==> src/logic/cbm2_io_params.svh <==
`ifndef CBM2_IO_PARAMS_SVH
`define CBM2_IO_PARAMS_SVH

// ==============================
// Triport bank and address map
// ==============================

// Number of triport devices on the shared bus
`define CBM2_TPI_COUNT 2
// Host address width
`define CBM2_ADDR_W 8
// First device, each device takes eight register bytes
`define CBM2_TPI_BASE 8'h40
`define CBM2_TPI_STRIDE 8

// ==============================
// System frame
// ==============================

// Frames between refresh pulses
`define CBM2_RFSH_FRAMES 8
// Byte returned for anything that is not decoded
`define CBM2_OPEN_BUS 8'hFF

`endif

==> src/logic/cbm2_io_pkg.sv <==
`default_nettype none

package cbm2_io_pkg;

   // 16-slot Professional frame
   // CPU slots sit in the middle, video slots close the frame
   typedef enum logic [3:0] {
      EXT0, EXT1, EXT2, EXT3,
      CPU0, CPU1, CPU2, CPU3,
      EXT4, EXT5, EXT6, EXT7,
      VID0, VID1, VID2, VID3
   } sys_cycle_t;

   // 6525 register selects
   // Interrupt mode registers are not present, 6 and 7 read open bus
   typedef enum logic [2:0] {
      PRA, PRB, PRC,
      DDRA, DDRB, DDRC,
      RSV6, RSV7
   } tpi_reg_t;

   // Data bus byte
   typedef logic [7:0] data_t;

endpackage

`default_nettype wire

==> src/logic/io_bus_if.sv <==
`timescale 1ns/1ps
`default_nettype none

`include "cbm2_io_params.svh"

interface io_bus_if;

   // One-hot device select, zero for unmapped addresses
   logic [`CBM2_TPI_COUNT-1:0] sel;
   // Register select within the device
   cbm2_io_pkg::tpi_reg_t rs;
   // Write flag, low for reads
   logic we;
   cbm2_io_pkg::data_t wdata;
   // Single cycle access pulse
   logic strobe;

   // Bridge owns the bus
   modport bridge (output sel, rs, we, wdata, strobe);

   // Devices see everything
   modport device (input sel, rs, we, wdata, strobe);

   // Collector only needs to know who was read and when
   modport collector (input sel, we, strobe);

endinterface

`default_nettype wire

==> src/logic/cycle_sequencer.sv <==
`timescale 1ns/1ps
`default_nettype none

`include "cbm2_io_params.svh"

module cycle_sequencer (
   input  wire  clk_sys,
   input  wire  reset,
   input  wire  pause_i,
   output logic io_strobe_o,
   output logic refresh_o,
   output logic pause_o
);

   localparam int FRAME_W = $clog2(`CBM2_RFSH_FRAMES);
   localparam logic [FRAME_W-1:0] FRAME_LAST = FRAME_W'(`CBM2_RFSH_FRAMES - 1);

   cbm2_io_pkg::sys_cycle_t slot;
   logic [FRAME_W-1:0]      frame_cnt;
   logic                    sys_enable;
   logic                    frame_wrap;

   // Last slot of the frame
   assign frame_wrap = (slot == cbm2_io_pkg::VID3);

   // ==============================
   // Slot and frame counters
   // ==============================

   always_ff @(posedge clk_sys) begin
      if (reset) begin
         slot       <= cbm2_io_pkg::EXT0;
         frame_cnt  <= '0;
         sys_enable <= 1'b0;
         refresh_o  <= 1'b0;
      end else begin
         refresh_o <= 1'b0;
         if (frame_wrap) begin
            slot      <= cbm2_io_pkg::EXT0;
            frame_cnt <= (frame_cnt == FRAME_LAST) ? '0 : frame_cnt + 1'b1;
            // Refresh frame, the only point where pause is looked at
            if (frame_cnt == '0) begin
               refresh_o  <= 1'b1;
               sys_enable <= ~pause_i;
            end
         end else begin
            slot <= cbm2_io_pkg::sys_cycle_t'(slot + 4'd1);
         end
      end
   end

   // CPU slot of a running frame
   assign io_strobe_o = sys_enable && (slot == cbm2_io_pkg::CPU3);
   assign pause_o     = ~sys_enable;

   // Refresh only comes out of the wrap that closes frame zero
   a_refresh_at_wrap : assert property (
      @(posedge clk_sys) disable iff (reset)
      refresh_o |-> ($past(slot) == cbm2_io_pkg::VID3) && ($past(frame_cnt) == '0)
   );

endmodule

`default_nettype wire

==> src/logic/host_bus_bridge.sv <==
`timescale 1ns/1ps
`default_nettype none

`include "cbm2_io_params.svh"

module host_bus_bridge (
   input  wire                      clk_sys,
   input  wire                      reset,
   input  wire                      req_i,
   input  wire                      we_i,
   input  wire [`CBM2_ADDR_W-1:0]   addr_i,
   input  wire cbm2_io_pkg::data_t  wdata_i,
   input  wire                      io_strobe_i,
   input  wire cbm2_io_pkg::data_t  rd_byte_i,
   output logic                     ack_o,
   output cbm2_io_pkg::data_t       rdata_o,
   io_bus_if.bridge                 bus
);

   localparam logic [`CBM2_ADDR_W-1:0] TPI_BASE   = `CBM2_TPI_BASE;
   localparam logic [`CBM2_ADDR_W-1:0] TPI_STRIDE = `CBM2_ADDR_W'(`CBM2_TPI_STRIDE);
   localparam logic [`CBM2_ADDR_W-1:0] TPI_COUNT  = `CBM2_ADDR_W'(`CBM2_TPI_COUNT);

   typedef enum logic [1:0] {
      IDLE, WAIT_SLOT, ACK, RELEASE
   } state_t;

   state_t                     state;
   logic [`CBM2_ADDR_W-1:0]    addr_off;
   logic [`CBM2_ADDR_W-1:0]    dev_idx;
   logic                       in_map;
   logic [`CBM2_TPI_COUNT-1:0] sel_dec;
   logic [`CBM2_TPI_COUNT-1:0] sel_q;
   logic                       we_q;
   cbm2_io_pkg::tpi_reg_t      rs_q;
   cbm2_io_pkg::data_t         wdata_q;

   // ==============================
   // Address decode
   // ==============================

   assign addr_off = addr_i - TPI_BASE;
   assign dev_idx  = addr_off / TPI_STRIDE;
   // Below the base the offset wraps, so check both ends
   assign in_map   = (addr_i >= TPI_BASE) && (dev_idx < TPI_COUNT);

   always_comb begin
      for (int i = 0; i < `CBM2_TPI_COUNT; i++) begin
         sel_dec[i] = in_map && (dev_idx == `CBM2_ADDR_W'(i));
      end
   end

   // ==============================
   // Four-phase handshake
   // ==============================

   always_ff @(posedge clk_sys) begin
      if (reset) begin
         state <= IDLE;
         sel_q <= '0;
         we_q  <= 1'b0;
      end else begin
         case (state)
            IDLE: begin
               if (req_i) begin
                  state <= WAIT_SLOT;
                  sel_q <= sel_dec;
                  we_q  <= we_i;
               end
            end
            // Hold until the sequencer grants the CPU slot
            WAIT_SLOT: if (io_strobe_i) state <= ACK;
            // Back-pressure, no new access while req is still up
            ACK:       if (!req_i) state <= RELEASE;
            RELEASE:   state <= IDLE;
            default:   state <= IDLE;
         endcase
      end
   end

   // Register select and write data ride along with the select
   always_ff @(posedge clk_sys) begin
      if (state == IDLE && req_i) begin
         rs_q    <= cbm2_io_pkg::tpi_reg_t'(addr_off[2:0]);
         wdata_q <= wdata_i;
      end
   end

   assign bus.sel    = sel_q;
   assign bus.rs     = rs_q;
   assign bus.we     = we_q;
   assign bus.wdata  = wdata_q;
   assign bus.strobe = (state == WAIT_SLOT) && io_strobe_i;

   // Collector has the byte registered by the time ack is up
   assign ack_o   = (state == ACK);
   assign rdata_o = rd_byte_i;

   a_sel_onehot : assert property (
      @(posedge clk_sys) disable iff (reset) $onehot0(bus.sel)
   );

   a_ack_needs_req : assert property (
      @(posedge clk_sys) disable iff (reset) $rose(ack_o) |-> req_i
   );

endmodule

`default_nettype wire

==> src/logic/triport_device.sv <==
`timescale 1ns/1ps
`default_nettype none

`include "cbm2_io_params.svh"

module triport_device #(
   parameter int DEV_INDEX = 0
) (
   input  wire                     clk_sys,
   input  wire                     reset,
   input  wire cbm2_io_pkg::data_t pa_i,
   input  wire cbm2_io_pkg::data_t pb_i,
   input  wire cbm2_io_pkg::data_t pc_i,
   output cbm2_io_pkg::data_t      pa_o,
   output cbm2_io_pkg::data_t      pb_o,
   output cbm2_io_pkg::data_t      pc_o,
   output cbm2_io_pkg::data_t      rdata_o,
   io_bus_if.device                bus
);

   cbm2_io_pkg::data_t pra;
   cbm2_io_pkg::data_t prb;
   cbm2_io_pkg::data_t prc;
   cbm2_io_pkg::data_t ddra;
   cbm2_io_pkg::data_t ddrb;
   cbm2_io_pkg::data_t ddrc;
   logic               wr_en;

   // This device is addressed for a write
   assign wr_en = bus.strobe && bus.we && bus.sel[DEV_INDEX];

   // ==============================
   // Port and direction registers
   // ==============================

   always_ff @(posedge clk_sys) begin
      if (reset) begin
         pra  <= '0;
         prb  <= '0;
         prc  <= '0;
         ddra <= '0;
         ddrb <= '0;
         ddrc <= '0;
      end else if (wr_en) begin
         case (bus.rs)
            cbm2_io_pkg::PRA:  pra  <= bus.wdata;
            cbm2_io_pkg::PRB:  prb  <= bus.wdata;
            cbm2_io_pkg::PRC:  prc  <= bus.wdata;
            cbm2_io_pkg::DDRA: ddra <= bus.wdata;
            cbm2_io_pkg::DDRB: ddrb <= bus.wdata;
            cbm2_io_pkg::DDRC: ddrc <= bus.wdata;
            // RSV6 and RSV7 swallow the write
            default: ;
         endcase
      end
   end

   // Open collector, input bits float high
   assign pa_o = pra | ~ddra;
   assign pb_o = prb | ~ddrb;
   assign pc_o = prc | ~ddrc;

   // ==============================
   // Read mux
   // ==============================

   // Port reads see the wired-AND of our driver and the outside world
   always_comb begin
      case (bus.rs)
         cbm2_io_pkg::PRA:  rdata_o = pa_o & pa_i;
         cbm2_io_pkg::PRB:  rdata_o = pb_o & pb_i;
         cbm2_io_pkg::PRC:  rdata_o = pc_o & pc_i;
         cbm2_io_pkg::DDRA: rdata_o = ddra;
         cbm2_io_pkg::DDRB: rdata_o = ddrb;
         cbm2_io_pkg::DDRC: rdata_o = ddrc;
         default:           rdata_o = `CBM2_OPEN_BUS;
      endcase
   end

endmodule

`default_nettype wire

==> src/logic/read_data_collector.sv <==
`timescale 1ns/1ps
`default_nettype none

`include "cbm2_io_params.svh"

module read_data_collector (
   input  wire                     clk_sys,
   input  wire                     reset,
   input  wire cbm2_io_pkg::data_t dev_rdata_i [`CBM2_TPI_COUNT],
   output cbm2_io_pkg::data_t      rd_byte_o,
   io_bus_if.collector             bus
);

   cbm2_io_pkg::data_t rd_pick;

   // Select is one-hot, an empty select leaves the open bus value
   always_comb begin
      rd_pick = `CBM2_OPEN_BUS;
      for (int i = 0; i < `CBM2_TPI_COUNT; i++) begin
         if (bus.sel[i]) begin
            rd_pick = dev_rdata_i[i];
         end
      end
   end

   // ==============================
   // Read byte register
   // ==============================

   // Only reads update it, writes leave the last byte in place
   always_ff @(posedge clk_sys) begin
      if (reset) begin
         rd_byte_o <= '0;
      end else if (bus.strobe && !bus.we) begin
         rd_byte_o <= rd_pick;
      end
   end

endmodule

`default_nettype wire

==> src/logic/cbm2_io_top.sv <==
`timescale 1ns/1ps
`default_nettype none

`include "cbm2_io_params.svh"

module cbm2_io_top (
   input  wire                             clk_sys,
   input  wire                             reset,
   input  wire                             pause_i,
   input  wire                             req_i,
   input  wire                             we_i,
   input  wire [`CBM2_ADDR_W-1:0]          addr_i,
   input  wire [7:0]                       wdata_i,
   input  wire [`CBM2_TPI_COUNT-1:0][7:0]  pa_i,
   input  wire [`CBM2_TPI_COUNT-1:0][7:0]  pb_i,
   input  wire [`CBM2_TPI_COUNT-1:0][7:0]  pc_i,
   output wire                             ack_o,
   output wire [7:0]                       rdata_o,
   output wire                             refresh_o,
   output wire                             pause_o,
   output wire [`CBM2_TPI_COUNT-1:0][7:0]  pa_o,
   output wire [`CBM2_TPI_COUNT-1:0][7:0]  pb_o,
   output wire [`CBM2_TPI_COUNT-1:0][7:0]  pc_o
);

   wire                     io_strobe;
   wire cbm2_io_pkg::data_t rd_byte;
   wire cbm2_io_pkg::data_t dev_rdata [`CBM2_TPI_COUNT];

   io_bus_if bus_if ();

   // ==============================
   // Frame timing and host side
   // ==============================

   cycle_sequencer sequencer_i (
      .clk_sys     (clk_sys),
      .reset       (reset),
      .pause_i     (pause_i),
      .io_strobe_o (io_strobe),
      .refresh_o   (refresh_o),
      .pause_o     (pause_o)
   );

   host_bus_bridge bridge_i (
      .clk_sys     (clk_sys),
      .reset       (reset),
      .req_i       (req_i),
      .we_i        (we_i),
      .addr_i      (addr_i),
      .wdata_i     (wdata_i),
      .io_strobe_i (io_strobe),
      .rd_byte_i   (rd_byte),
      .ack_o       (ack_o),
      .rdata_o     (rdata_o),
      .bus         (bus_if.bridge)
   );

   // ==============================
   // Triport bank
   // ==============================

   for (genvar g = 0; g < `CBM2_TPI_COUNT; g++) begin : g_tpi
      triport_device #(
         .DEV_INDEX (g)
      ) tpi_i (
         .clk_sys (clk_sys),
         .reset   (reset),
         .pa_i    (pa_i[g]),
         .pb_i    (pb_i[g]),
         .pc_i    (pc_i[g]),
         .pa_o    (pa_o[g]),
         .pb_o    (pb_o[g]),
         .pc_o    (pc_o[g]),
         .rdata_o (dev_rdata[g]),
         .bus     (bus_if.device)
      );
   end

   read_data_collector collector_i (
      .clk_sys     (clk_sys),
      .reset       (reset),
      .dev_rdata_i (dev_rdata),
      .rd_byte_o   (rd_byte),
      .bus         (bus_if.collector)
   );

endmodule

`default_nettype wire

==> config.mk <==
export PLATFORM = sky130hd
export DESIGN_NAME = cbm2_io_top
export DESIGN_NICKNAME = d
export VERILOG_FILES = /design/src/logic/cbm2_io_pkg.sv /design/src/logic/io_bus_if.sv /design/src/logic/cycle_sequencer.sv /design/src/logic/host_bus_bridge.sv /design/src/logic/triport_device.sv /design/src/logic/read_data_collector.sv /design/src/logic/cbm2_io_top.sv
export VERILOG_INCLUDE_DIRS = /design/src /design/src/logic
export SDC_FILE = /design/constraint.sdc
export NUM_CORES = 1
export LEC_CHECK = 0
export ABC_AREA = 1
export BUFFER_PORTS_ARGS = -buffer_cell sky130_fd_sc_hd__buf_4
export CAP_MARGIN = 20
export CELL_PAD_IN_SITES_DETAIL_PLACEMENT = 1
export CELL_PAD_IN_SITES_GLOBAL_PLACEMENT = 1
export CORE_ASPECT_RATIO = 0.7
export CORE_MARGIN = 10
export CORE_UTILIZATION = 39
export CTS_CLUSTER_DIAMETER = 50
export DETAILED_ROUTE_END_ITERATION = 10
export MAX_ROUTING_LAYER = met4
export PLACE_DENSITY = 0.88
export SKIP_LAST_GASP = 1
export SYNTH_ARGS = -nofsm -noshare
export SYNTH_HDL_FRONTEND = slang
export SYNTH_SLANG_ARGS = --single-unit
==> constraint.sdc <==
create_clock -name clk_sys -period 2.5 [get_ports clk_sys]
set_clock_uncertainty 0.15 [all_clocks]
set_input_delay 0 -clock clk_sys [delete_from_list [all_inputs] [get_ports clk_sys]]
set_output_delay 0 -clock clk_sys [all_outputs]
set_load 0.02 [all_outputs]
; Word level (Yosys, flattened, before mapping)
; Cells that the tools add are included.
[totals]
regBits = 129
in_bits = 69
output_inout_bits = 59
wordCells = 105
[classes]
n_addsub = 3
order_cmp = 2
eq_ne = 15
n_mux = 10
bitwise = 21
reduce_logical = 32
[op_table]
columns = operator, n
row1 = one-hot mux 8 bit (6 select lines), 2
row2 = AND 8 bit, 6
row3 = inverter 8 bit, 6
row4 = OR 8 bit, 6
row5 = AND reduction 2 bit, 14
row6 = two-way mux 8 bit, 2
row7 = logical AND 1 bit, 10
row8 = "equality test 3 bit, second input constant", 3
row9 = "greater-or-equal comparator 8 x 7 -> 1 bit, second input constant", 1
row10 = logical NOT 8 bit, 1
row11 = one-hot mux 2 bit (4 select lines), 1
row12 = "subtractor 8 x 7 -> 8 bit, second input constant", 1
row13 = "equality test 3 x 2 -> 1 bit, second input constant", 2
row14 = logical NOT 3 bit, 2
row15 = two-way mux 2 bit, 3
row16 = "equality test 5 x 1 -> 1 bit, second input constant", 1
row17 = "less-than comparator 5 x 2 -> 1 bit, second input constant", 1
row18 = "adder 4 x 1 -> 4 bit, second input constant", 1
row19 = "equality test 2 bit, second input constant", 2
row20 = "equality test 4 x 3 -> 1 bit, second input constant", 1
row21 = "equality test 4 bit, second input constant", 1
row22 = "inequality test 2 bit, second input constant", 2
row23 = OR reduction 2 bit, 2
row24 = "adder 3 x 1 -> 3 bit, second input constant", 1
row25 = 9 further kinds, 11

; Longest topological paths before layout
; Gate-level depths: netlist of run 1.
[depth]
ltp_word = 6
ltp_mapped = 10
ltp_nobuf = 9

; By module
; A second synthesis of run 1 with hierarchy kept.
[hier_totals]
cells_unflattened = 1053
hier_area_um2 = 6935.4
[modules_own_cells]
columns = mod, instances, cells_per_inst, area_per_inst_um2, seq_area_each_um2
row1 = triport_device, 2, 415, 2603.7, 960.9
row2 = host_bus_bridge, 1, 86, 834.6, 430.4
row3 = read_data_collector, 1, 87, 498.0, 160.2
row4 = cycle_sequencer, 1, 50, 395.4, 180.2

; Worst setup path before layout of run 1
; OpenSTA, ideal clock, no wires.
[synth_timing]
path_kind = reg2reg
start = register sequencer_i.slot[0]
end = register g_tpi[1].tpi_i.ddrb[0]
setup_ns = 0.118
t_arrival_ns = 1.470
path_slack_ns = 0.762
stages_incl_launch_ff = 9
cell_sequence = dfxtp_1 ha_1 nand2_1 nor2_4 nand4_4 buf_2 buf_2 nor3_1 nor2_1
[synth_via]
elab_chain_len = 6
[synth_rtl]
columns = element, line_no
row1 = start: declaration, cycle_sequencer.sv:18  ; cbm2_io_pkg::sys_cycle_t slot;
row2 = start signal: assignment, cycle_sequencer.sv:32  ; slot <= cbm2_io_pkg::EXT0;
row3 = start signal: assignment, cycle_sequencer.sv:39  ; slot <= cbm2_io_pkg::EXT0;
row4 = start signal: assignment, cycle_sequencer.sv:47  ; slot <= cbm2_io_pkg::sys_cycle_t'(slot + 4'd1);
row5 = equality test 4 x 3 -> 1 bit, cycle_sequencer.sv:53  ; assign io_strobe_o = sys_enable && (slot == cbm2_io_pkg::CPU3);
row6 = logical AND 1 bit, cycle_sequencer.sv:53
row7 = logical AND 1 bit, host_bus_bridge.sv:93  ; assign bus.strobe = (state == WAIT_SLOT) && io_strobe_i;
row8 = logical AND 1 bit (2 in a row), triport_device.sv:30  ; assign wr_en = bus.strobe && bus.we && bus.sel[DEV_INDEX];
row9 = AND reduction 2 bit (no line), --
row10 = end signal: assignment, triport_device.sv:50  ; cbm2_io_pkg::DDRB: ddrb <= bus.wdata;
row11 = end: declaration, triport_device.sv:25  ; cbm2_io_pkg::data_t ddrb;
; No other way between the ends.
; A chain may end at the register's enable or synchronous reset.

; Final worst setup path of run 1
[layout_timing]
start = register sequencer_i.slot[0]
end = register g_tpi[1].tpi_i.prb[2]
[layout_via]
elab_chain_len = 6
[layout_rtl]
columns = element, line_no
row1 = equality test 4 x 3 -> 1 bit, cycle_sequencer.sv:53
row2 = logical AND 1 bit, cycle_sequencer.sv:53
row3 = logical AND 1 bit, host_bus_bridge.sv:93
row4 = logical AND 1 bit (2 in a row), triport_device.sv:30
row5 = AND reduction 2 bit (no line), --
row6 = end signal: assignment, triport_device.sv:47  ; cbm2_io_pkg::PRB: prb <= bus.wdata;
row7 = end: declaration, triport_device.sv:22  ; cbm2_io_pkg::data_t prb;
; No other way between the ends.

==> results, run 1 <==
- The run finished with clean final reports.
- On the critical path, the stage with the largest delay is an instance of nor2_1.
- The number of vias per cell after detailed routing is 5.524.
- Synthesis instantiated 21 different standard cells from the library.
- CTS built an H-tree with a depth of 4.
- Summing all placed instances gives a cell area of 0.007600 mm².
- dfxtp_1 takes more of the synthesized area than any other cell.
- The number of buffers between clock root and the deepest sink is 2.
- The number of endpoints failing setup at the final stage is 0.
- Together, buffers and inverters on the worst path number 0.
- TritonCTS built the clock tree.
- The HPWL reported at the end of detailed placement is 17.93 mm.
- Compared with the post-synthesis result, the final layout area differs by 32.83%.
- The post-synth net total is 1029.
- The highest metal layer with signal wires is met4.
- The sort of element at the end of the critical path is a flip-flop.
- CTS saw 129 sinks.
- Synthesis produced a netlist whose cell count is 950.
- Walking the worst path, the cells encountered are ha_1 > nand2_1 > nor2_4 > nand4_4 > nor2_1 > o21ai_0 > nor2_1.
- After layout, the worst path uses 97.87% of the clock period.
- The count of fill cells added during filler insertion is 2035.
- The data required time at the worst endpoint is 2.70 ns.
- The post-synthesis sequential element count is 129.
- The category of cells accounting for the largest share of critical-path delay is simple AND/OR/NAND/NOR gates.
- The post-route DRC violation count is 0.
- At the pin with the least slew margin, the transition time is 0.8846 ns.
- In this run the tool buffered the top-level ports with 127 buffer cells.
- The chip width is 172.6 µm.
- Setup repair after global routing could not meet its margin everywhere.
- The standby leakage power is 3.557 nW.
- The share of the synthesized area in the top cell type is 37.14%.
- The die covers 0.02190 mm².
- Entering global routing, the biggest net connects 95 pins.
- The final cell area excluding filler cells is 0.008449 mm².
- The cell repeated most along the worst path is nor2_1.
- The placeable core region is 0.01574 mm².
- The overall track demand over capacity in global routing is 25.50%.
- The height of the die is 126.9 µm.
- After the first detailed-routing iteration, the DRC count stood at 892.
- Pin placement for this block handled 128 I/O pins.
- The Yosys step of the flow raised 0 warnings.
- The net count of the finished layout is 1179.
- The achievable frequency is 408.7 MHz.
- Detailed routing placed a total of 2.114 mm of wire on met3.
- The met1 wire length is 11.96 mm.
- The max-capacitance violation count is 0.
- The later-pin clock latency in the skew report is 0.43 ns.
- The worst path needs 2.447 ns of the cycle, external delays included.
- The average detailed-routed wire length per instance is 20.98 µm.
- The tree is rooted in a clkbuf_16.
- The delay of the slowest cell on the worst path is 0.53 ns.
- The total overflow left after global routing is 0.
- Data arrives at the worst endpoint at 2.65 ns.
- In the layout the commonest cells are nor2_1, buf_4, nand2_1.
- The number of global-route vias before repair was 7818.
- Row generation in the floorplan step produced 38 rows.
- The count of pins over their slew limit is 0.
- The worst-path maximum fanout is 19.
- IR analysis of the VDD net gives a maximum drop of 0.4595 mV.
- The detailed-router iteration count before antenna repair is 7.
- The worst slack at placement is 0.2208 ns.
- The summed instance area of the synthesized netlist is 0.006361 mm².
- The initial antenna violation count was 2.
- The wire length of the first global-routing pass is 43.86 mm.
- For this block, the via count after detailed routing is 7374.
- STA classifies the critical path startpoint as a flip-flop.
- The count of antenna-violating nets left after detailed routing is 0.
- The mean post-synth cell area is 6.696 µm².
- The critical path is of the flip-flop to flip-flop type.
- The hold violation total from the final report was 0.
- In the post-synthesis netlist, the biggest area contributors are dfxtp_1, nor2_1, o21ai_0.
- Across all setup checks in the final design, the least slack found is 0.05323 ns.
- The max-slew headroom at the worst pin is 40.40%.
- For this design the ratio of total power to cell area is 663.8 mW/mm².
- The share of cells above drive strength 1 is 18.51%.
- The portion of the post-synthesis area used by sequential elements is 42.33%.
- The last weighted congestion value of the routability-driven placer is 0.9043.
- The met2 wirelength from detailed routing is 13.01 mm.
- The clock transition at the register clock pins on the worst setup and hold paths after CTS is 0.06 ns.
- The number of buffers created by CTS is 17.
- After detailed routing, the total wire length is 28.01 mm.
- The worst min-delay path class is input pin to flip-flop.
- Leaving out fill and tap cells, the most frequent cell in the layout is nor2_1.
- Once the floorplan was initialized, standard cells occupied 40.42% of the core.
worst reg2reg max path: cells and delay by family (launching register included):
| kind | cells | cell delay, ns |
|---|---|---|
| adder cells (fa/ha/maj) | 1 | 0.19 |
| AND/OR/NAND/NOR | 5 | 1.47 |
| flip-flops | 1 | 0.38 |
| AO/OA/AOI/OAI | 1 | 0.19 |
routing by layer:
layer	GRT usage, %	vias up
met1	30.88	3539
met3	5.424	77
met2	40.71	380
met5	-	-
met4	10.50	0
li1	-	3378
cell usage after synthesis:
library cell and number:
nor2_1 215, nand2_1 137, o21ai_0 120, dfxtp_1 118, nor3_1 98, inv_1 92, nand3_1 37, clkbuf_1 30
a21oi_1 23, nand4_1 18, buf_2 17, edfxtp_1 11, ha_1 10, buf_1 8, a21boi_0 5, or2_2 4
nand4_4 2, nor2_2 2, a31o_2 1, nor2_4 1, o21a_1 1
cells by family after synthesis:
group,after synthesis,synth area share [%]
DFF,129,42.33
and+or+nand+nor,514,34.60
adders and majority gates,10,1.967
buffers and inverters,147,9.009
AOI/OAI and AO/OA,150,12.10
registers in the layout, summed over array words and instances, names as in the netlist:
name                    flops
bridge_i.bus.we             1
sequencer_i.sys_enable      1
bridge_i.bus.rs             3
bridge_i.bus.wdata          8
g_tpi.tpi_i.ddra           16
g_tpi.tpi_i.ddrb           16
bridge_i.bus.sel            2
g_tpi.tpi_i.prc            16
collector_i.rd_byte_o       8
g_tpi.tpi_i.ddrc           16
sequencer_i.refresh_o       1
g_tpi.tpi_i.pra            16
bridge_i.state              2
g_tpi.tpi_i.prb            16
sequencer_i.frame_cnt       3
sequencer_i.slot            4
metrics by stage:
step / std cells / util, % / total power [mW] / setup TNS [ns] / hold slack, ns
after floorplan: 950 / - / 2.716 / 0 / -0.08093
after global placement: 1272 / 48.29 / 3.058 / 0 / 0.02933
after detailed placement: 1272 / 48.29 / 3.088 / 0 / 0.02942
after CTS: 1330 / 53.43 / 5.463 / 0 / 0.002475
after global routing: 1335 / 53.69 / 5.766 / -0.3251 / 0.02631
final: 1335 / 53.69 / 5.609 / 0 / 0.001793
cell type report:
type	instances	area, µm²	share of cell area [%]
clock inverter	11	87.58	1.037
antenna	2	5.005	0.05923
clock buffer	21	461.7	5.464
multi-input combinational	674	3108	36.78
sequential	129	2693	31.87
timing repair buffer	186	1474	17.44
inverter	92	345.3	4.087
tap	220	275.3	3.258
repair_timing:
| action | 4_1_cts | 5_1_grt |
|---|---|---|
| gates resized for setup | 0 | 6 |
| hold buffers | 26 | 0 |
| buffers inserted | 0 | 3 |
| endpoints found under the setup margin | 0 | 24 |
| hold endpoints to repair | 35 | 0 |
power by group:
| part | internal, mW | leakage, nW | switching (mW) |
|---|---|---|---|
| Clock | 1.41 | 0.267 | 0.991 |
| Sequential | 2.16 | 1.06 | 0.181 |
| Combinational | 0.297 | 2.23 | 0.567 |
final timing paths:
check	start	to	slack, ns	depth (start not counted)
max	sequencer_i.slot[0]	g_tpi[1].tpi_i.prb[2]	0.05	7
min reg2reg	sequencer_i.slot[0]	sequencer_i.slot[0]	0.35	1
max reg2reg	sequencer_i.slot[0]	g_tpi[1].tpi_i.prb[2]	0.05	7
min	pc_i[9]	collector_i.rd_byte_o[1]	0.002	7
Note: power is estimated with default switching activity, not from simulation.
==> inputs of run 2 (changes only) <==
- GPL_ROUTABILITY_DRIVEN: unset -> 0
- PLACE_DENSITY: 0.88 -> 0.86
- SYNTH_HIERARCHICAL: unset -> 1
==> run 2 against run 1 <==
  * First-iteration DRC count decreased by 27%
  * Clock-buffer cell count did not move
  * Sequential power increased by 4%
  * Critical path depth rose by 3
  * Utilization decreased by 1.3 points
  * Synthesized cell count up 11%
  * Sequential share of layout area shrank 2.2 points
==> results, run 2 <==
- In this run the register-to-register setup slack is 0.12 ns.
- The number of cells in the design after placement is 1395.
- Power spread over the standard cell area amounts to 666.0 mW/mm².
- The dominant synthesized flop cell is dfxtp_1.
- The startpoint of the worst-slack reg-to-reg timing path is sequencer_i/slot[0].
- The number of cells on the worst reg-to-reg path is 10.
- The mean post-synth cell area is 6.586 µm².
- The placeable core region is 0.01732 mm².
- For this configuration, the core starts out at a cell density of 40.05%.
- For this run, the share of the core covered by cells in the final layout is 52.42%.
- In this run the worst path has a maximum fanout of 9.
- Data on the critical path arrives at its endpoint at 2.58 ns.
- Synthesis inferred 129 register bits.
- The detailed-router iteration count before antenna repair is 5.
- The overall track demand over capacity in global routing is 23.19%.
- For this run, asynchronously set or reset flops after synthesis account for 0%.
- The leading cell type in the layout, fill and taps excluded is nand2_1.
- The cell count after synthesis is 1053.
- Static timing analysis puts the maximum clock frequency at 419.4 MHz.
- The tool flagged a number of max-cap violations equal to 0.
- STA classifies the critical path startpoint as a flip-flop.
- The min-delay analysis places its worst path in the category input pin to flip-flop.
- The number of design-rule violations left by the first detailed-router iteration is 653.
- After detailed routing, the met2 layer carries 12.24 mm of wire.
- The library cells used most frequently in the layout, excluding fill and tap cells, are nand2_1, nor2_1, buf_4.
- The later-pin clock latency in the skew report is 0.42 ns.
- After synthesis, the cell types taking the most area are dfxtp_1, nand2_1, nor2_1.
- The cell area that synthesis handed to floorplanning was 0.006935 mm².
- By startpoint and endpoint, the worst setup path is classified as flip-flop to flip-flop.
- The destination of the worst register-to-register timing path is g_tpi[1].tpi_i/pra[2].
- The critical path starts at sequencer_i/slot[0].
- The leading cell type by number of instances after synthesis is nand2_1.
- The number of buffers created by CTS is 17.
- The routed design could run at a clock period as short as 2.384 ns.
- The met1 wire length is 12.43 mm.
- The number of flops mapped to enable cells by yosys is 11.
- The clock transition at the register clock pins on the worst setup and hold paths after CTS is 0.06 ns.
- Setup violations remaining at the end of the flow were counted as 0.
- In the final layout, the share of cells above drive strength 1 is 19.63%.
- The clock passes through at most 2 buffers.
- The worst pin sits at a relative slew slack of 49.26%.
- The initial antenna violation count is 0.
- The signal on the critical path passes through ha_1 > nand2_2 > nor3_2 > nand2_1 > inv_2 > nand3_4 > buf_4 > nor2_4 > o21ai_0 > nor2_1.
- The height of the die is 131.6 µm.
- The number of antenna diodes in the final layout is 0.
- The run finished with clean final reports.
- The ratio of final minimum period to clock period is 95.38%.
- The count of pins over their slew limit is 0.
- Summed over all nets, the half-perimeter wirelength after detailed placement is 19.07 mm.
- The H-tree was split into 4 levels.
- The number of global-route vias before repair is 7695.
- Dividing the detail-routed wire length by the instance count gives 19.00 µm.
- Row generation in the floorplan step produced 40 rows.
- In the routed layout, each cell is associated on average with a via count of 5.285.
- In this run the static leakage power is 3.931 nW.
- The Yosys step of the flow raised 6 warnings.
- Signal routing reaches up to met4.
- The final wirelength is 27.72 mm.
- The share of the synthesized area in the top cell type is 34.06%.
- The hold violation total from the final report is 0.
- After global routing the overflow that remains totals 0.
- 128 I/O pins were placed.
- Data on the critical path is required at its endpoint by 2.70 ns.
- When the netlist entered floorplanning its net count stood at 1133.
- The count of cells in the finished layout, fillers not included, comes to 1459.
- The most critical setup path has its endpoint at g_tpi[1].tpi_i/pra[2].
- After detailed routing, the number of remaining DRC violations is 0.
- Detailed routing placed a total of 2.506 mm of wire on met3.
- Summed over all instances, the cell type with the most area after synthesis is dfxtp_1.
- The clock sink count is 129.
- The area growth from synthesis to layout is 30.89%.
- The die outline area is 0.02360 mm².
- The unique cell type count in the Yosys netlist is 32.
- In this run the tool buffered the top-level ports with 127 buffer cells.
- The detailed router placed 7711 vias in this run.
- The net count of the finished layout is 1295.
- The slowest stage of the critical path belongs to the cell dfxtp_1.
- The portion of the post-synthesis area used by sequential elements is 38.82%.
- The largest vdd supply drop is 0.6031 mV.
- The TritonCTS clock tree is built.
- The die is 179.4 µm wide.
- The tree is rooted in a clkbuf_16.
- Sorting the synthesized cells by how often they occur yields nand2_1, nor2_1, inv_1.
- At the pin with the least slew margin, the transition time is 0.7610 ns.
- The count of antenna-violating nets left after detailed routing is 0.
- The delay of the slowest cell on the worst path is 0.38 ns.
- The sort of element at the end of the critical path is a flip-flop.
- The first global-routing pass estimated 42.44 mm of wire.
- The largest net degree at the start of global routing is 49.
run 2: cell types whose count changed in the layout (fill, tap and decap cells not counted), moves of 6 or more:
cell and delta:
a21boi_0 +23, a21oi_1 +7, dlygate4sd3_1 -7, inv_1 +40, nand2_1 +104, nand2_2 +6, nand3_1 -17, nand3_2 +9
nand4_1 -17, nor2_1 -32, nor2_4 +9, o21ai_0 -31, o21ai_1 +12
run 2: worst max-delay path, delay by kind of cell, from the launching register on:
| kind | cells | cell delay, ns |
|---|---|---|
| simple gates | 6 | 0.94 |
| buf+inv | 2 | 0.43 |
| flops | 1 | 0.38 |
| fa+ha+maj | 1 | 0.24 |
| compound gates | 1 | 0.18 |
run 2: area by class of cell:
cell class | instances | area [µm²]
tap | 231 | 289.0
multi-input combinational | 748 | 3556
clock inverter | 11 | 128.9
clock buffer | 21 | 470.5
fill | 2306 | 8239
sequential | 129 | 2693
inverter | 139 | 529.3
timing repair buffer | 180 | 1411
run 2: what timing repair did:
item                       4_1_cts  5_1_grt
hold buffers                    19        0
setup endpoints to repair       36       79
buffers inserted                 0       11
pin swaps                        1        0
gates cloned                     1        1
hold endpoints to repair        35        0
gates resized for setup          5        3
run 2: worst min-delay path by stage:
stage | startpoint | endpoint | cells past startpoint
2_1_floorplan | reset | bridge_i/bus.sel[1] | 1
3_3_place_gp | wdata_i[1] | bridge_i/bus.wdata[1] | 1
3_5_place_dp | wdata_i[1] | bridge_i/bus.wdata[1] | 1
4_1_cts | pc_i[15] | collector_i/rd_byte_o[7] | 11
5_1_grt | wdata_i[4] | bridge_i/bus.wdata[4] | 2
6_report | pc_i[15] | collector_i/rd_byte_o[7] | 11
run 2: power by group:
group / switching (mW) / internal, mW / total, mW
logic: 0.715 / 0.358 / 1.07
registers: 0.258 / 2.17 / 2.43
clock network: 0.989 / 1.55 / 2.54
run 2: stage by stage:
stage	hold WS (ns)	power (mW)	area, µm²	setup WS [ns]	TNS (ns)
2_1_floorplan	-0.08756	2.975	6935	0.4125	0
3_3_place_gp	0.02852	3.412	8138	0.1876	0
3_5_place_dp	0.02988	3.464	8138	0.05891	0
4_1_cts	0.08894	6.034	8957	0.04440	0
6_report	0.1392	6.046	9077	0.1156	0
5_1_grt	0.1441	6.274	9077	-0.04302	-0.05404
run 2: cells by family after synthesis:
logic type / Yosys count / synth area share (%)
and+or+nand+nor: 573 / 35.52
adders and majority gates: 11 / 1.984
DFF: 129 / 38.82
buffers and inverters: 178 / 10.70
AOI/OAI and AO/OA: 162 / 12.97
run 2: layer usage:
metal | vias to the layer above | track usage [%]
li1 | 3669 | -
met1 | 3679 | 30.96
met2 | 321 | 34.31
met3 | 42 | 5.753
met4 | 0 | 5.634
met5 | - | -
==> inputs of run 3 (changes only) <==
- ABC_AREA: 1 -> unset
- CORE_UTILIZATION: 39 -> 40
- PLACE_DENSITY: 0.86 -> 0.82
- SLEW_MARGIN: unset -> 25
==> run 3 against run 2 <==
  * Flip-flop and latch count stayed put
  * Synthesized cell count fell by 36%
  * Synthesized area shrank 4.0%
  * Routed wire length decreased by 9.4%
  * Critical path type is now input pin to flip-flop
  * Largest cell class unchanged
  * Largest power group unchanged
==> results, run 3 <==
- The largest vdd supply drop is 0.5231 mV.
- The I/O pin count is 128.
- The startpoint of the worst-slack reg-to-reg timing path is sequencer_i/slot[0].
- After routing, the total negative slack on setup checks comes to 0 ns.
- The hold violation total from the final report is 0.
- For this run, the detailed router's first-pass iteration total came to 4.
- The overall track demand over capacity in global routing is 22.94%.
- Once the floorplan was initialized, standard cells occupied 40.75% of the core.
- Counting along the longest clock path gives a buffer depth of 2.
- The number of flops mapped to enable cells by yosys is 11.
- The worst hold path belongs to the class input pin to flip-flop.
- The final non-filler cell total is 1088.
- The HPWL reported at the end of detailed placement is 16.84 mm.
- The data arrival time of the critical path is 2.49 ns.
- The cell count after synthesis came out at 671.
- For this run, the leading register cell type out of synthesis is dfxtp_1.
- Setup repair after global routing left no endpoint under its margin.
- The number of endpoints failing setup at the final stage is 0.
- The Yosys step of the flow raised 6 warnings.
- The cell repeated most along the worst path is dlygate4sd3_1.
- The layout overhead on the synthesized area is 35.27%.
- The leading cell type in the layout, fill and taps excluded is nand2b_1.
- The smallest clock period supported by the final layout is computed as 2.319 ns.
- Walking the worst path, the cells encountered are dlygate4sd3_1 > buf_4 > nor4b_2 > dlygate4sd3_1 > nand3_1 > dlygate4sd3_1 > o41ai_2.
- The initial antenna violation count is 0.
- In the layout the commonest cells are nand2b_1, buf_4, dfxtp_1.
- In this run, placement finished with an instance count of 998.
- The share of flip-flops with an asynchronous set or reset is 0%.
- The data required time at the worst endpoint is 2.67 ns.
- The count of buffers added on input and output ports is 127.
- Derived from the worst setup path, the maximum achievable clock frequency is 431.1 MHz.
- The number of global-route vias before repair is 6735.
- In this run the cell area of the synthesized design comes to 0.006661 mm².
- The initialized floorplan defines 39 standard-cell rows.
- The later-pin clock latency in the skew report is 0.42 ns.
- The delay of the slowest cell on the worst path is 0.59 ns.
- The worst hold endpoint is collector_i/rd_byte_o[1].
- The layout net count is 930.
- The category of cells accounting for the largest share of critical-path delay is buffers and inverters.
- The standard cell with the maximum stage delay on the critical path is dlygate4sd3_1.
- Synthesis produced a netlist with a net count of 750.
- For this block, the initial DRC count from the detailed router was 352.
- The biggest area contributor in the post-synthesis netlist is dfxtp_1.
- Across all register-to-register paths, the minimum setup slack is 0.18 ns.
- The share of the synthesized area in the top cell type is 35.46%.
- Counting instances, the worst hold path has a depth of 5.
- The average detailed-routed wire length per instance is 23.08 µm.
- In this run, distinct cell masters in the synthesized netlist total 55.
- After layout, the design draws a total of 5.993 mW.
- The worst path uses 92.78% of the clock period.
- The die is 174.2 µm wide.
- The count of fill cells added during filler insertion is 1777.
- The die covers 0.02230 mm².
- The tool flagged a number of max-cap violations equal to 0.
- The die is 128.0 µm tall.
- In this run the worst path has a maximum fanout of 26.
- After detailed routing, the number of remaining DRC violations is 0.
- By area the synthesized netlist is led by dfxtp_1, nand2b_1, mux2i_1.
- STA classifies the critical path endpoint as a flip-flop.
- The largest net degree at the start of global routing is 71.
- The H-tree generated during clock tree synthesis spans 4 levels.
- The number of vias per cell after detailed routing is 5.517.
- The critical path contains buffers and inverters numbering 4 combined.
- The TritonCTS clock tree is built.
- The post-route netlist has 26.77% of its cells at a drive strength greater than 1.
- The count of pins over their slew limit is 0.
- Counting cells, the worst reg-to-reg path comes to 7.
- The clock root buffer master is clkbuf_16.
- The commonest cells after synthesis are nand2b_1, dfxtp_1, mux2i_1.
- The number of clock buffers added by TritonCTS is 17.
- The max-slew headroom at the worst pin is 55.90%.
- The mean post-synth cell area is 9.928 µm².
- Clock-pin slew was measured on the worst setup and hold paths at 0.06 ns.
- The total global routing overflow is 0.
- After synthesis the netlist holds a flip-flop and latch count of 129.
- The endpoint identified for the worst register-to-register timing path is g_tpi[0].tpi_i/ddra[3].
- The region available for standard cell placement spans 0.01635 mm².
- The startpoint type of the worst setup path is an input pin.
- The count of antenna-violating nets left after detailed routing is 0.
- The flow ran to the end, and the final reports show no timing, DRC or antenna violations.
- The clock drives 129 sinks.
- The pin slew with the least headroom to its limit is 0.6608 ns.
- Yosys instantiated no cell more often than nand2b_1.
- In this run the static leakage power is 3.878 nW.
- The diode insertion count for antenna repair is 0.
- The final layout contains routed wiring with a total length of 25.11 mm.
- The worst setup path is of the input pin to flip-flop kind.
- For this block, the via count after detailed routing is 6002.
- The post-CTS setup repair buffer count is 0.
- The worst hold path startpoint is pa_i[9].
- The portion of the post-synthesis area used by sequential elements is 40.42%.
- The first global-routing pass estimated 38.92 mm of wire.
- Dividing total power by cell area gives a power density of 665.1 mW/mm².
-- run 3: cell types whose count changed in the layout (fill, tap and decap cells not counted), sizes merged, moves of 81 or more --
| cell | change |
|---|---|
| o21ai | -84 |
| mux2i | +81 |
| nor3 | -91 |
| inv | -125 |
| nand2 | -218 |
| nor2 | -188 |
| nand2b | +146 |
-- run 3: report_power, final --
| group | switching (mW) | internal (mW) |
|---|---|---|
| Clock | 0.964 | 1.59 |
| Sequential | 0.101 | 2.17 |
| Combinational | 0.691 | 0.482 |
| Total | 1.76 | 4.24 |
-- run 3: area by class of cell --
type	count	area, µm²	area share (%)
multi-input combinational	488	3671	40.74
sequential	129	2693	29.88
timing repair buffer	202	1702	18.88
clock buffer	24	534.3	5.929
tap	225	281.5	3.124
clock inverter	7	67.56	0.7498
inverter	13	62.56	0.6943
-- run 3: layer usage --
metal  up-vias  wire length (µm)  track usage, %
met1      2981             10840           26.37
li1       2758                 -               -
met5         -                 0               -
met3        49              1321           5.062
met2       214             12250           38.14
met4         0               691           9.875
-- run 3: cells by family after synthesis --
logic type	count (synthesis)	share of synthesized area, %
xor gates and xnor gates	1	0.1315
adders and majority gates	10	1.878
AOI/OAI and AO/OA	112	13.19
DFF	129	40.42
and+or+nand+nor	270	25.24
muxes	95	14.54
buffers and inverters	54	4.602
-- run 3: how the worst max path moves through the flow --
stage                                    from                      to  slack [ns]  cells after the start
after floorplan           sequencer_i/slot[0]  g_tpi[0].tpi_i/ddra[0]        0.46                      8
after global placement    sequencer_i/slot[0]  g_tpi[1].tpi_i/ddra[2]        0.27                      7
after detailed placement  sequencer_i/slot[0]  g_tpi[1].tpi_i/ddra[2]        0.12                      7
after CTS                 sequencer_i/slot[0]  g_tpi[1].tpi_i/ddra[2]        0.11                      7
after global routing      sequencer_i/slot[0]  g_tpi[0].tpi_i/ddra[1]        0.04                      7
final                                   reset     bridge_i/bus.sel[1]        0.18                      7
-- run 3: stage by stage --
step | worst slack, ns | hold WS [ns] | area (µm²) | utilization (%)
floorplan | 0.4566 | -0.08093 | 6661 | -
global placement | 0.2687 | 0.04136 | 7810 | 47.78
detailed placement | 0.1204 | 0.03842 | 7810 | 47.78
CTS | 0.1053 | 0.005420 | 9002 | 55.07
global route | 0.03851 | 0.03543 | 9011 | 55.12
finish | 0.1806 | 0.008192 | 9011 | 55.12
-- run 3: timing repair --
item,CTS,global route
endpoints found under the setup margin,0,20
hold endpoints to repair,40,0
resized for setup,0,3
hold buffers,59,0
-- run 3: worst register-to-register path: cells and delay by family, from the launching register on --
family	cells	cell delay, ns
and+or+nand+nor	5	1.26
DFF	1	0.38
muxes	1	0.24
adders and majority gates	1	0.20
